File: src/logic/riscv_defines.svh
`ifndef RISCV_DEFINES_SVH
`define RISCV_DEFINES_SVH

// Data and address width
`define RISCV_XLEN 32

// Architectural register count
`define RISCV_NREGS 32

// First fetch address
`define RISCV_RESET_PC 32'h0000_0000

`endif
File: src/logic/riscv_pkg.sv
package riscv_pkg;

  // Fetched instruction with the address it came from
  typedef struct packed {
    logic        vld;
    logic [31:0] inst;
    logic [31:0] pc;
  } ifu_s;

  // Instruction classes handled by the core
  typedef enum logic [2:0] {
    op_lui,
    op_jal,
    op_branch,
    op_load,
    op_store,
    op_imm,
    op_reg,
    op_illegal
  } opcode_e;

  // BEQ decodes to alu_sub and BNE to alu_xor
  typedef enum logic [2:0] {
    alu_add,
    alu_sub,
    alu_and,
    alu_or,
    alu_xor,
    alu_pass_b
  } alu_op_e;

endpackage

File: src/logic/riscv_core.sv
`timescale 1ns/10ps
`include "riscv_defines.svh"

module riscv_core
  import riscv_pkg::*;
(
  input  logic                   clk,
  input  logic                   rst,
  output logic                   bus_req,
  output logic                   bus_write,
  output logic [`RISCV_XLEN-1:0] bus_addr,
  output logic [`RISCV_XLEN-1:0] bus_wdata,
  input  logic                   bus_ack,
  input  logic [`RISCV_XLEN-1:0] bus_rdata,
  output logic                   retire_vld,
  output logic [`RISCV_XLEN-1:0] retire_pc,
  output logic [4:0]             retire_rd,
  output logic [`RISCV_XLEN-1:0] retire_data
);

  logic [`RISCV_XLEN-1:0] pc;
  logic                   ifu_bus_req;
  logic [`RISCV_XLEN-1:0] ifu_bus_addr;
  ifu_s                   ifu_out;
  logic [4:0]             rs1;
  logic [4:0]             rs2;
  logic [`RISCV_XLEN-1:0] rs1_val;
  logic [`RISCV_XLEN-1:0] rs2_val;
  logic                   dec_vld;
  opcode_e                dec_opcode;
  alu_op_e                dec_alu_op;
  logic [4:0]             dec_rd;
  logic [`RISCV_XLEN-1:0] dec_a;
  logic [`RISCV_XLEN-1:0] dec_b;
  logic [`RISCV_XLEN-1:0] dec_imm;
  logic [`RISCV_XLEN-1:0] dec_pc;
  logic                   alu_vld;
  logic                   alu_access_mem;
  logic                   alu_store;
  logic [`RISCV_XLEN-1:0] alu_result;
  logic [`RISCV_XLEN-1:0] alu_store_data;
  logic [4:0]             alu_rd;
  logic                   alu_wb_en;
  logic [`RISCV_XLEN-1:0] alu_pc;
  logic                   mem_done;
  logic                   wr_en;
  logic [4:0]             wr_idx;
  logic [`RISCV_XLEN-1:0] wr_data;

  riscv_ifu u_ifu (
    .clk            (clk),
    .rst            (rst),
    .pc             (pc),
    .alu_vld        (alu_vld),
    .alu_access_mem (alu_access_mem),
    .mem_done       (mem_done),
    .bus_ack        (bus_ack),
    .bus_rdata      (bus_rdata),
    .ifu_bus_req    (ifu_bus_req),
    .ifu_bus_addr   (ifu_bus_addr),
    .ifu_out        (ifu_out)
  );

  riscv_regfile u_regfile (
    .clk     (clk),
    .rst     (rst),
    .rs1     (rs1),
    .rs2     (rs2),
    .rs1_val (rs1_val),
    .rs2_val (rs2_val),
    .wr_en   (wr_en),
    .wr_idx  (wr_idx),
    .wr_data (wr_data)
  );

  riscv_decode u_decode (
    .clk        (clk),
    .rst        (rst),
    .ifu_out    (ifu_out),
    .rs1        (rs1),
    .rs2        (rs2),
    .rs1_val    (rs1_val),
    .rs2_val    (rs2_val),
    .dec_vld    (dec_vld),
    .dec_opcode (dec_opcode),
    .dec_alu_op (dec_alu_op),
    .dec_rd     (dec_rd),
    .dec_a      (dec_a),
    .dec_b      (dec_b),
    .dec_imm    (dec_imm),
    .dec_pc     (dec_pc)
  );

  riscv_alu u_alu (
    .clk            (clk),
    .rst            (rst),
    .dec_vld        (dec_vld),
    .dec_opcode     (dec_opcode),
    .dec_alu_op     (dec_alu_op),
    .dec_rd         (dec_rd),
    .dec_a          (dec_a),
    .dec_b          (dec_b),
    .dec_imm        (dec_imm),
    .dec_pc         (dec_pc),
    .pc             (pc),
    .alu_vld        (alu_vld),
    .alu_access_mem (alu_access_mem),
    .alu_store      (alu_store),
    .alu_result     (alu_result),
    .alu_store_data (alu_store_data),
    .alu_rd         (alu_rd),
    .alu_wb_en      (alu_wb_en),
    .alu_pc         (alu_pc)
  );

  riscv_mem_wb u_mem_wb (
    .clk            (clk),
    .rst            (rst),
    .alu_vld        (alu_vld),
    .alu_access_mem (alu_access_mem),
    .alu_store      (alu_store),
    .alu_result     (alu_result),
    .alu_store_data (alu_store_data),
    .alu_rd         (alu_rd),
    .alu_wb_en      (alu_wb_en),
    .alu_pc         (alu_pc),
    .ifu_bus_req    (ifu_bus_req),
    .ifu_bus_addr   (ifu_bus_addr),
    .bus_req        (bus_req),
    .bus_write      (bus_write),
    .bus_addr       (bus_addr),
    .bus_wdata      (bus_wdata),
    .bus_ack        (bus_ack),
    .bus_rdata      (bus_rdata),
    .mem_done       (mem_done),
    .wr_en          (wr_en),
    .wr_idx         (wr_idx),
    .wr_data        (wr_data),
    .retire_vld     (retire_vld),
    .retire_pc      (retire_pc),
    .retire_rd      (retire_rd),
    .retire_data    (retire_data)
  );

endmodule

File: src/logic/riscv_mem_wb.sv
`timescale 1ns/10ps

module riscv_mem_wb (
  input  logic        clk,
  input  logic        rst,
  input  logic        alu_vld,
  input  logic        alu_access_mem,
  input  logic        alu_store,
  input  logic [31:0] alu_result,
  input  logic [31:0] alu_store_data,
  input  logic [4:0]  alu_rd,
  input  logic        alu_wb_en,
  input  logic [31:0] alu_pc,
  input  logic        ifu_bus_req,
  input  logic [31:0] ifu_bus_addr,
  output logic        bus_req,
  output logic        bus_write,
  output logic [31:0] bus_addr,
  output logic [31:0] bus_wdata,
  input  logic        bus_ack,
  input  logic [31:0] bus_rdata,
  output logic        mem_done,
  output logic        wr_en,
  output logic [4:0]  wr_idx,
  output logic [31:0] wr_data,
  output logic        retire_vld,
  output logic [31:0] retire_pc,
  output logic [4:0]  retire_rd,
  output logic [31:0] retire_data
);

  logic        busy;
  logic        mem_req;
  logic        mem_write;
  logic [31:0] mem_addr;
  logic [31:0] mem_wdata;
  logic        writes_reg;

  assign writes_reg = alu_wb_en && (alu_rd != 5'd0);

  always_ff @(posedge clk)
  begin
    if (rst)
    begin
      busy       <= 1'b0;
      mem_req    <= 1'b0;
      mem_done   <= 1'b0;
      retire_vld <= 1'b0;
    end
    else
    begin
      mem_req    <= 1'b0;
      mem_done   <= 1'b0;
      retire_vld <= 1'b0;
      if (alu_vld && alu_access_mem)
      begin
        busy    <= 1'b1;
        mem_req <= 1'b1;
      end
      else if (alu_vld)
        retire_vld <= 1'b1;
      if (busy && bus_ack)
      begin
        busy       <= 1'b0;
        mem_done   <= 1'b1;
        retire_vld <= 1'b1;
      end
    end
  end

  // Request fields are zero outside the request cycle
  always_ff @(posedge clk)
  begin
    mem_write <= 1'b0;
    mem_addr  <= '0;
    mem_wdata <= '0;
    if (alu_vld && alu_access_mem)
    begin
      mem_write <= alu_store;
      mem_addr  <= alu_result;
      mem_wdata <= alu_store ? alu_store_data : '0;
    end
    if (alu_vld && !alu_access_mem)
    begin
      retire_pc   <= alu_pc;
      retire_rd   <= writes_reg ? alu_rd : 5'd0;
      retire_data <= writes_reg ? alu_result : '0;
    end
    if (busy && bus_ack)
    begin
      retire_pc   <= alu_pc;
      retire_rd   <= writes_reg ? alu_rd : 5'd0;
      retire_data <= writes_reg ? bus_rdata : '0;
    end
  end

  // Fetch owns the bus unless a load or store is pending
  assign bus_req   = busy ? mem_req   : ifu_bus_req;
  assign bus_write = busy ? mem_write : 1'b0;
  assign bus_addr  = busy ? mem_addr  : ifu_bus_addr;
  assign bus_wdata = busy ? mem_wdata : '0;

  assign wr_en   = retire_vld && (retire_rd != 5'd0);
  assign wr_idx  = retire_rd;
  assign wr_data = retire_data;

endmodule

File: src/logic/riscv_alu.sv
`timescale 1ns/10ps
`include "riscv_defines.svh"

module riscv_alu
  import riscv_pkg::*;
(
  input  logic                   clk,
  input  logic                   rst,
  input  logic                   dec_vld,
  input  opcode_e                dec_opcode,
  input  alu_op_e                dec_alu_op,
  input  logic [4:0]             dec_rd,
  input  logic [`RISCV_XLEN-1:0] dec_a,
  input  logic [`RISCV_XLEN-1:0] dec_b,
  input  logic [`RISCV_XLEN-1:0] dec_imm,
  input  logic [`RISCV_XLEN-1:0] dec_pc,
  output logic [`RISCV_XLEN-1:0] pc,
  output logic                   alu_vld,
  output logic                   alu_access_mem,
  output logic                   alu_store,
  output logic [`RISCV_XLEN-1:0] alu_result,
  output logic [`RISCV_XLEN-1:0] alu_store_data,
  output logic [4:0]             alu_rd,
  output logic                   alu_wb_en,
  output logic [`RISCV_XLEN-1:0] alu_pc
);

  logic [`RISCV_XLEN-1:0] op_result;
  logic [`RISCV_XLEN-1:0] result;
  logic [`RISCV_XLEN-1:0] next_pc;
  logic                   taken;
  logic                   wb_en;

  always_comb
  begin
    case (dec_alu_op)
      alu_sub:    op_result = dec_a - dec_b;
      alu_and:    op_result = dec_a & dec_b;
      alu_or:     op_result = dec_a | dec_b;
      alu_xor:    op_result = dec_a ^ dec_b;
      alu_pass_b: op_result = dec_b;
      default:    op_result = dec_a + dec_b;
    endcase
  end

  // Both compares yield zero on equal operands
  assign taken = (dec_alu_op == alu_sub) ? (op_result == '0) : (op_result != '0);

  always_comb
  begin
    result  = op_result;
    next_pc = dec_pc + 'd4;
    wb_en   = 1'b0;
    case (dec_opcode)
      op_lui, op_imm, op_reg: wb_en = 1'b1;
      op_load:
      begin
        result = dec_a + dec_imm;
        wb_en  = 1'b1;
      end
      op_store: result = dec_a + dec_imm;
      op_branch:
      begin
        if (taken)
          next_pc = dec_pc + dec_imm;
      end
      op_jal:
      begin
        result  = dec_pc + 'd4;
        next_pc = dec_pc + dec_imm;
        wb_en   = 1'b1;
      end
      default: wb_en = 1'b0;
    endcase
  end

  always_ff @(posedge clk)
  begin
    if (rst)
    begin
      pc      <= `RISCV_RESET_PC;
      alu_vld <= 1'b0;
    end
    else
    begin
      alu_vld <= dec_vld;
      if (dec_vld)
        pc <= next_pc;
    end
  end

  always_ff @(posedge clk)
  begin
    if (dec_vld)
    begin
      alu_access_mem <= (dec_opcode == op_load) || (dec_opcode == op_store);
      alu_store      <= (dec_opcode == op_store);
      alu_result     <= result;
      alu_store_data <= dec_b;
      alu_rd         <= dec_rd;
      alu_wb_en      <= wb_en;
      alu_pc         <= dec_pc;
    end
  end

endmodule

File: src/logic/riscv_decode.sv
`timescale 1ns/10ps

module riscv_decode
  import riscv_pkg::*;
(
  input  logic        clk,
  input  logic        rst,
  input  ifu_s        ifu_out,
  output logic [4:0]  rs1,
  output logic [4:0]  rs2,
  input  logic [31:0] rs1_val,
  input  logic [31:0] rs2_val,
  output logic        dec_vld,
  output opcode_e     dec_opcode,
  output alu_op_e     dec_alu_op,
  output logic [4:0]  dec_rd,
  output logic [31:0] dec_a,
  output logic [31:0] dec_b,
  output logic [31:0] dec_imm,
  output logic [31:0] dec_pc
);

  logic [31:0] inst;
  logic [2:0]  funct3;
  opcode_e     opcode;
  alu_op_e     alu_op;
  logic [31:0] imm;

  assign inst   = ifu_out.inst;
  assign funct3 = inst[14:12];
  assign rs1    = inst[19:15];
  assign rs2    = inst[24:20];

  always_comb
  begin
    opcode = op_illegal;
    alu_op = alu_add;
    imm    = {{20{inst[31]}}, inst[31:20]};
    case (inst[6:0])
      7'b0110111:
      begin
        opcode = op_lui;
        alu_op = alu_pass_b;
        imm    = {inst[31:12], 12'b0};
      end
      7'b1101111:
      begin
        opcode = op_jal;
        imm    = {{11{inst[31]}}, inst[31], inst[19:12], inst[20], inst[30:21], 1'b0};
      end
      7'b1100011:
      begin
        imm = {{19{inst[31]}}, inst[31], inst[7], inst[30:25], inst[11:8], 1'b0};
        if (funct3 == 3'b000)
        begin
          opcode = op_branch;
          alu_op = alu_sub;
        end
        else if (funct3 == 3'b001)
        begin
          opcode = op_branch;
          alu_op = alu_xor;
        end
      end
      7'b0000011:
      begin
        if (funct3 == 3'b010)
          opcode = op_load;
      end
      7'b0100011:
      begin
        imm = {{20{inst[31]}}, inst[31:25], inst[11:7]};
        if (funct3 == 3'b010)
          opcode = op_store;
      end
      7'b0010011:
      begin
        case (funct3)
          3'b000: opcode = op_imm;
          3'b100:
          begin
            opcode = op_imm;
            alu_op = alu_xor;
          end
          3'b110:
          begin
            opcode = op_imm;
            alu_op = alu_or;
          end
          3'b111:
          begin
            opcode = op_imm;
            alu_op = alu_and;
          end
          default: opcode = op_illegal;
        endcase
      end
      7'b0110011:
      begin
        if (inst[31:25] == 7'b0000000)
        begin
          case (funct3)
            3'b000: opcode = op_reg;
            3'b100:
            begin
              opcode = op_reg;
              alu_op = alu_xor;
            end
            3'b110:
            begin
              opcode = op_reg;
              alu_op = alu_or;
            end
            3'b111:
            begin
              opcode = op_reg;
              alu_op = alu_and;
            end
            default: opcode = op_illegal;
          endcase
        end
        else if (inst[31:25] == 7'b0100000 && funct3 == 3'b000)
        begin
          opcode = op_reg;
          alu_op = alu_sub;
        end
      end
      default: opcode = op_illegal;
    endcase
  end

  always_ff @(posedge clk)
  begin
    if (rst)
      dec_vld <= 1'b0;
    else
      dec_vld <= ifu_out.vld;
  end

  // Operands latched while the register file reads are fresh
  always_ff @(posedge clk)
  begin
    if (ifu_out.vld)
    begin
      dec_opcode <= opcode;
      dec_alu_op <= alu_op;
      dec_rd     <= inst[11:7];
      dec_a      <= rs1_val;
      dec_imm    <= imm;
      dec_pc     <= ifu_out.pc;
      if (opcode == op_imm || opcode == op_lui || opcode == op_load)
        dec_b <= imm;
      else
        dec_b <= rs2_val;
    end
  end

endmodule

File: src/logic/riscv_regfile.sv
`timescale 1ns/10ps
`include "riscv_defines.svh"

module riscv_regfile (
  input  logic                    clk,
  input  logic                    rst,
  input  logic [4:0]              rs1,
  input  logic [4:0]              rs2,
  output logic [`RISCV_XLEN-1:0]  rs1_val,
  output logic [`RISCV_XLEN-1:0]  rs2_val,
  input  logic                    wr_en,
  input  logic [4:0]              wr_idx,
  input  logic [`RISCV_XLEN-1:0]  wr_data
);

  logic [`RISCV_XLEN-1:0] regs [`RISCV_NREGS];

  always_ff @(posedge clk)
  begin
    if (rst)
    begin
      for (int i = 0; i < `RISCV_NREGS; i++)
        regs[i] <= '0;
    end
    else if (wr_en && wr_idx != 5'd0)
      regs[wr_idx] <= wr_data;
  end

  assign rs1_val = regs[rs1];
  assign rs2_val = regs[rs2];

endmodule

File: src/logic/riscv_ifu.sv
`timescale 1ns/10ps

module riscv_ifu
  import riscv_pkg::*;
(
  input  logic        clk,
  input  logic        rst,
  input  logic [31:0] pc,
  input  logic        alu_vld,
  input  logic        alu_access_mem,
  input  logic        mem_done,
  input  logic        bus_ack,
  input  logic [31:0] bus_rdata,
  output logic        ifu_bus_req,
  output logic [31:0] ifu_bus_addr,
  output ifu_s        ifu_out
);

  typedef enum logic {
    idle,
    req
  } fetch_state_e;

  fetch_state_e state;
  logic         init;
  logic         start;

  // High for one cycle once reset is released
  always_ff @(posedge clk)
  begin
    init <= rst;
  end

  assign start = init | (alu_vld & ~alu_access_mem) | mem_done;

  always_ff @(posedge clk)
  begin
    if (rst)
    begin
      state        <= idle;
      ifu_bus_req  <= 1'b0;
      ifu_bus_addr <= '0;
      ifu_out.vld  <= 1'b0;
    end
    else
    begin
      ifu_bus_req  <= 1'b0;
      ifu_bus_addr <= '0;
      ifu_out.vld  <= 1'b0;
      case (state)
        idle:
        begin
          if (start)
          begin
            state        <= req;
            ifu_bus_req  <= 1'b1;
            ifu_bus_addr <= pc;
          end
        end
        req:
        begin
          if (bus_ack)
          begin
            state       <= idle;
            ifu_out.vld <= 1'b1;
          end
        end
        default: state <= idle;
      endcase
    end
  end

  // PC stays put until the instruction executes
  always_ff @(posedge clk)
  begin
    if (state == req && bus_ack)
    begin
      ifu_out.inst <= bus_rdata;
      ifu_out.pc   <= pc;
    end
  end

endmodule

File: config.mk
export PLATFORM = sky130hd
export DESIGN_NAME = riscv_core
export DESIGN_NICKNAME = d
export VERILOG_FILES = /design/src/logic/riscv_pkg.sv /design/src/logic/riscv_core.sv /design/src/logic/riscv_mem_wb.sv /design/src/logic/riscv_alu.sv /design/src/logic/riscv_decode.sv /design/src/logic/riscv_regfile.sv /design/src/logic/riscv_ifu.sv
export VERILOG_INCLUDE_DIRS = /design/src /design/src/logic
export SDC_FILE = /design/constraint.sdc
export NUM_CORES = 2
export LEC_CHECK = 0
export BUFFER_PORTS_ARGS = -buffer_cell sky130_fd_sc_hd__buf_2
export CORE_AREA = 10 10 403 405
export CTS_CLUSTER_SIZE = 28
export DETAILED_ROUTE_END_ITERATION = 6
export DIE_AREA = 0 0 413 415
export PLACE_DENSITY = 0.71
export SLEW_MARGIN = 20
export SYNTH_ARGS = -nofsm -noshare
export SYNTH_HDL_FRONTEND = slang
export SYNTH_HIERARCHICAL = 1
export SYNTH_SLANG_ARGS = --single-unit
export TNS_END_PERCENT = 100
File: constraint.sdc
create_clock -name clk -period 5.8 [get_ports clk]
set_input_delay 1.45 -clock clk [delete_from_list [all_inputs] [get_ports clk]]
set_output_delay 1.45 -clock clk [all_outputs]
set_load 0.005 [all_outputs]
==> results by group <==
Logic synthesis
  • Synth async-reset ratio: 0%
  • Number of synthesized flops with an enable pin: 1400
  • Number of synthesized register bits: about 1500
  • Distinct cells, synth: approximately 100
  • Main synth FF type: edfxtp_1
  • YS warnings: 6
  • Syn Inst Count: between 7000 and 8000
  • Mapped cell area: ~0.084 sq mm
  • Syn Area/Cell: 11.8 sq um
  • Sequential element share of the synthesized area: between 50 and 60%

Setup path
  • Worst EP required: 6.52 ns
  • CP Launch Type: flop
  • R2R depth: 23
  • Internal reg-to-reg setup slack: ~0.25 ns
  • Arrival time worst endpoint: about 6.3 ns
  • Crit path kind: reg -> reg
  • FF-to-FF Start: u_decode/dec_b[9]$_DFFE_PP_
  • Crit-path max FO: 15
  • Reg-to-Reg End: u_alu/pc[29]$_SDFFE_PP0P_
  • Crit. End Element: flop

Placement
  • Setup WS pre-CTS: approximately 0.027 ns
  • Final GP Congestion: 1.01
  • Input/output buffers: 170
  • Cells after DPL: slightly above 9000
  • DP Wirelength: around 190000 microns

Clocking
  • CTS tree: yes
  • Clock latency on the worst-skew pair: a little over 0.8 ns
  • Clock root buffer master: clkbuf_16
  • Clock-pin slew on the worst setup and hold paths: around 0.070 ns
  • Clock tree sinks: ~1500
  • # hold bufs at CTS: 0
  • H-tree Lvls: 4
  • Clock Path Buffers: 3
  • Total CTS buffers: between 150 and 200

Detailed routing
  • WL per Instance: between 30 and 40 microns
  • Total wire length: 283000 microns
  • ANT nets after route: 0
  • Post-route DRC: 1
  • Iter 0 DRT Violations: about 7400
  • Vias per cell: about 6.4
  • Vias: between 60000 and 70000
  • DR pass1 iterations: 7

Floorplanning
  • DIE AREA: 0.171 sq mm
  • I/O pins: between 150 and 200
  • Die Wd: between 400 and 500 microns
  • Initial Util: 54.8%
  • Die height: ~420 microns
  • Core ar.: 0.154 sq mm
  • # rows: between 100 and 150

STA
  • Final hold vios: 0
  • Setup Skew: between 0.02 and 0.03 ns
  • Slew Limit Fails: 0
  • Max Fclk: 180 MHz
  • Final setup margin: roughly 0.25 ns
  • Final worst path period need: 5.55 ns
  • Hold slack: 0.406 ns
  • Tightest Pin Transition: 1.20 ns
  • Tcrit/Tclk final: around 96%
  • Final number of setup-violating endpoints: 0
  • Setup_tns: 0 ns
  • Slew Limit Headroom: 20.2%

GRT
  • Initial antenna violation count: 13
  • Grt total ovfl: 0
  • Global-route wire length before repair: between 400000 and 500000 microns
  • Largest net degree at the start of global routing: 93
  • Vias in the first global route: around 58000
  • GRT Resource Usage Total: a little under a third

Flow run
  • Max-cap violation count: 0

Hold path
  • Hold crit path type: reg -> reg
  • WHS Endpoint: u_mem_wb/retire_pc[28]$_DFFE_PP_
  • Hold path startpoint: u_alu/alu_pc[28]$_DFFE_PP_
  • Hold Path Cell Cnt: 0

Final layout
  • Share of layout cells above drive strength 1: around an eighth
  • Fillcell total: roughly 12000
  • Final Non-Filler Cells: around 9400
  • Nets: between 7000 and 8000
  • P&R area growth vs syn: 10.2%

Status
  • Failing checks: DRC
  • Status: finished, violations left

Power and ir drop
  • Max VDD drop: between 0.3 and 0.4 mV
  • LEAKAGE: 37.6 nW
  • Power density over the cells: roughly 270 mW/mm^2
==> flip-flops by register name, summed over array words and instances (netlist names), 32 cells and up <==
| register | cells |
|---|---|
| u_decode/dec_pc | 32 |
| u_decode/dec_imm | 32 |
| u_decode/dec_b | 32 |
| u_alu/alu_result | 32 |
| u_alu/alu_store_data | 32 |
| u_decode/dec_a | 32 |
| u_ifu/ifu_out | 65 |
| u_mem_wb/retire_data | 32 |
| u_alu/alu_pc | 32 |
| u_ifu/ifu_bus_addr | 32 |
| u_alu/pc | 32 |
| u_mem_wb/retire_pc | 32 |
| u_regfile/regs | 1024 |
| u_mem_wb/mem_wdata | 32 |
| u_mem_wb/mem_addr | 32 |
==> power breakdown <==
group | switching, mW | internal (mW) | leakage, nW | total [mW]
clock network | 4.46 | 5.54 | 2.46 | 10.0
logic | 1.35 | 0.714 | 20.0 | 2.06
registers | 0.234 | 12.4 | 15.1 | 12.6
==> per-stage QoR <==
step / area [sq um] / util, % / total power, mW
floorplan: 84400 / - / 14.0
global placement: 87300 / 56.7 / 14.8
detailed placement: 87300 / 56.7 / 14.9
CTS: 92400 / 60.0 / 24.7
global route: 92900 / 60.3 / 25.4
finish: 92900 / 60.4 / 24.7
==> synth_stat cells, types with 53 or more instances <==
cell type / count / area share (%)
o21ai_0: 76 / 0.45
a21o_1: 63 / 0.56
and2_1: 1095 / 8.1
nor3_1: 101 / 0.60
inv_1: 111 / 0.49
nor2_1: 152 / 0.68
buf_4: 122 / 1.1
dfxtp_1: 139 / 3.3
buf_2: 82 / 0.49
a311oi_1: 53 / 0.55
a21oi_1: 321 / 1.9
mux2i_1: 1045 / 12
a22o_1: 132 / 1.4
nand3_1: 276 / 1.6
nand2_1: 308 / 1.4
a31oi_1: 83 / 0.62
ha_1: 159 / 2.4
mux2_2: 60 / 0.80
clkbuf_1: 303 / 1.3
edfxtp_1: 1400 / 50
a22oi_1: 211 / 1.9
xnor2_1: 88 / 0.91
==> how the worst max path moves through the flow <==
stage,end,cells after the start,slack (ns),startpoint
final,u_alu/pc[29]$_SDFFE_PP0P_,23,0.25,u_decode/dec_b[9]$_DFFE_PP_
after global routing,u_alu/pc[27]$_SDFFE_PP0P_,27,-0.04,u_decode/dec_b[9]$_DFFE_PP_
after CTS,u_alu/pc[29]$_SDFFE_PP0P_,26,0.04,u_decode/dec_b[6]$_DFFE_PP_
after detailed placement,u_alu/pc[29]$_SDFFE_PP0P_,26,0.03,u_decode/dec_b[6]$_DFFE_PP_
after global placement,u_alu/pc[24]$_SDFFE_PP0P_,26,-0.06,u_decode/dec_b[6]$_DFFE_PP_
after floorplan,u_alu/pc[21]$_SDFFE_PP0P_,20,0.72,u_decode/dec_alu_op[1]$_DFFE_PP_
==> kinds of logic (layout without fill, tap and decap cells) <==
group / count (synthesis) / in the layout / synth area share [%]
XOR/XNOR: 134 / 134 / 1.40
buffers and inverters: 734 / 914 / 4.43
flip-flops: 1539 / 1539 / 53.2
multiplexers: 1108 / 1108 / 13.3
AND/OR/NAND/NOR: 2225 / 2225 / 15.0
AO/OA/AOI/OAI: 1214 / 1214 / 10.3
adder cells (fa/ha/maj): 162 / 162 / 2.43
other: 1 / 35 / 0.00445
==> placed cells by master, fill, tap and decap left out, types with 109 or more instances in the layout <==
cell / netlist / final
edfxtp_1: 1400 / 1400
and2_1: 1095 / 1092
mux2i_1: 1045 / 1045
a21oi_1: 321 / 319
nand2_1: 308 / 307
buf_4: 122 / 284
nand3_1: 276 / 275
a22oi_1: 211 / 211
buf_2: 82 / 169
clkbuf_16: 0 / 166
ha_1: 159 / 158
nor2_1: 152 / 136
dfxtp_1: 139 / 136
a22o_1: 132 / 132
inv_1: 111 / 109
==> final cells by class <==
type	instances	area, sq um	share of cell area [%]
sequential	1539	44800	48.3
multi-input combinational	4875	36100	38.8
clock buffer	219	4400	4.74
timing repair buffer	506	3940	4.24
tap	2044	2560	2.75
clock inverter	77	637	0.686
inverter	112	420	0.453
antenna	3	7.51	0.00808
==> timing repair <==
item,4_1_cts,5_1_grt
hold endpoints to repair,0,0
pin swaps,0,8
endpoints found under the setup margin,2,32
setup buffers,0,2
resized for setup,1,33
cloned,0,2
==> critical path, cell delays in order (launching register included) <==
cell	delay (ns)
edfxtp_1	0.44
nor4_4	0.34
nand2_1	0.12
nor2_1	0.13
buf_4	0.13
nand3_1	0.17
o41ai_2	0.30
xnor2_1	0.19
ha_1	0.33
and3_1	0.28
and3_1	0.20
o21ai_0	0.40
a21oi_1	0.15
nor4_2	0.20
xnor2_1	0.12
a221oi_2	0.30
nand4_1	0.19
nor4_4	0.30
buf_6	0.18
buf_4	0.14
and3_1	0.19
nor3_2	0.08
buf_4	0.22
a311oi_1	0.34
==> metal layers <==
layer / share of wire, % / global-route usage [%] / vias to the layer above
met2: 47 / 50.8 / 3367
met5: 0.020 / 0 / -
met3: 9.2 / 5.68 / 744
met4: 6.0 / 16.7 / 10
li1: - / - / 26400
met1: 38 / 40.7 / 29900
(Power assumes the default switching activity.)
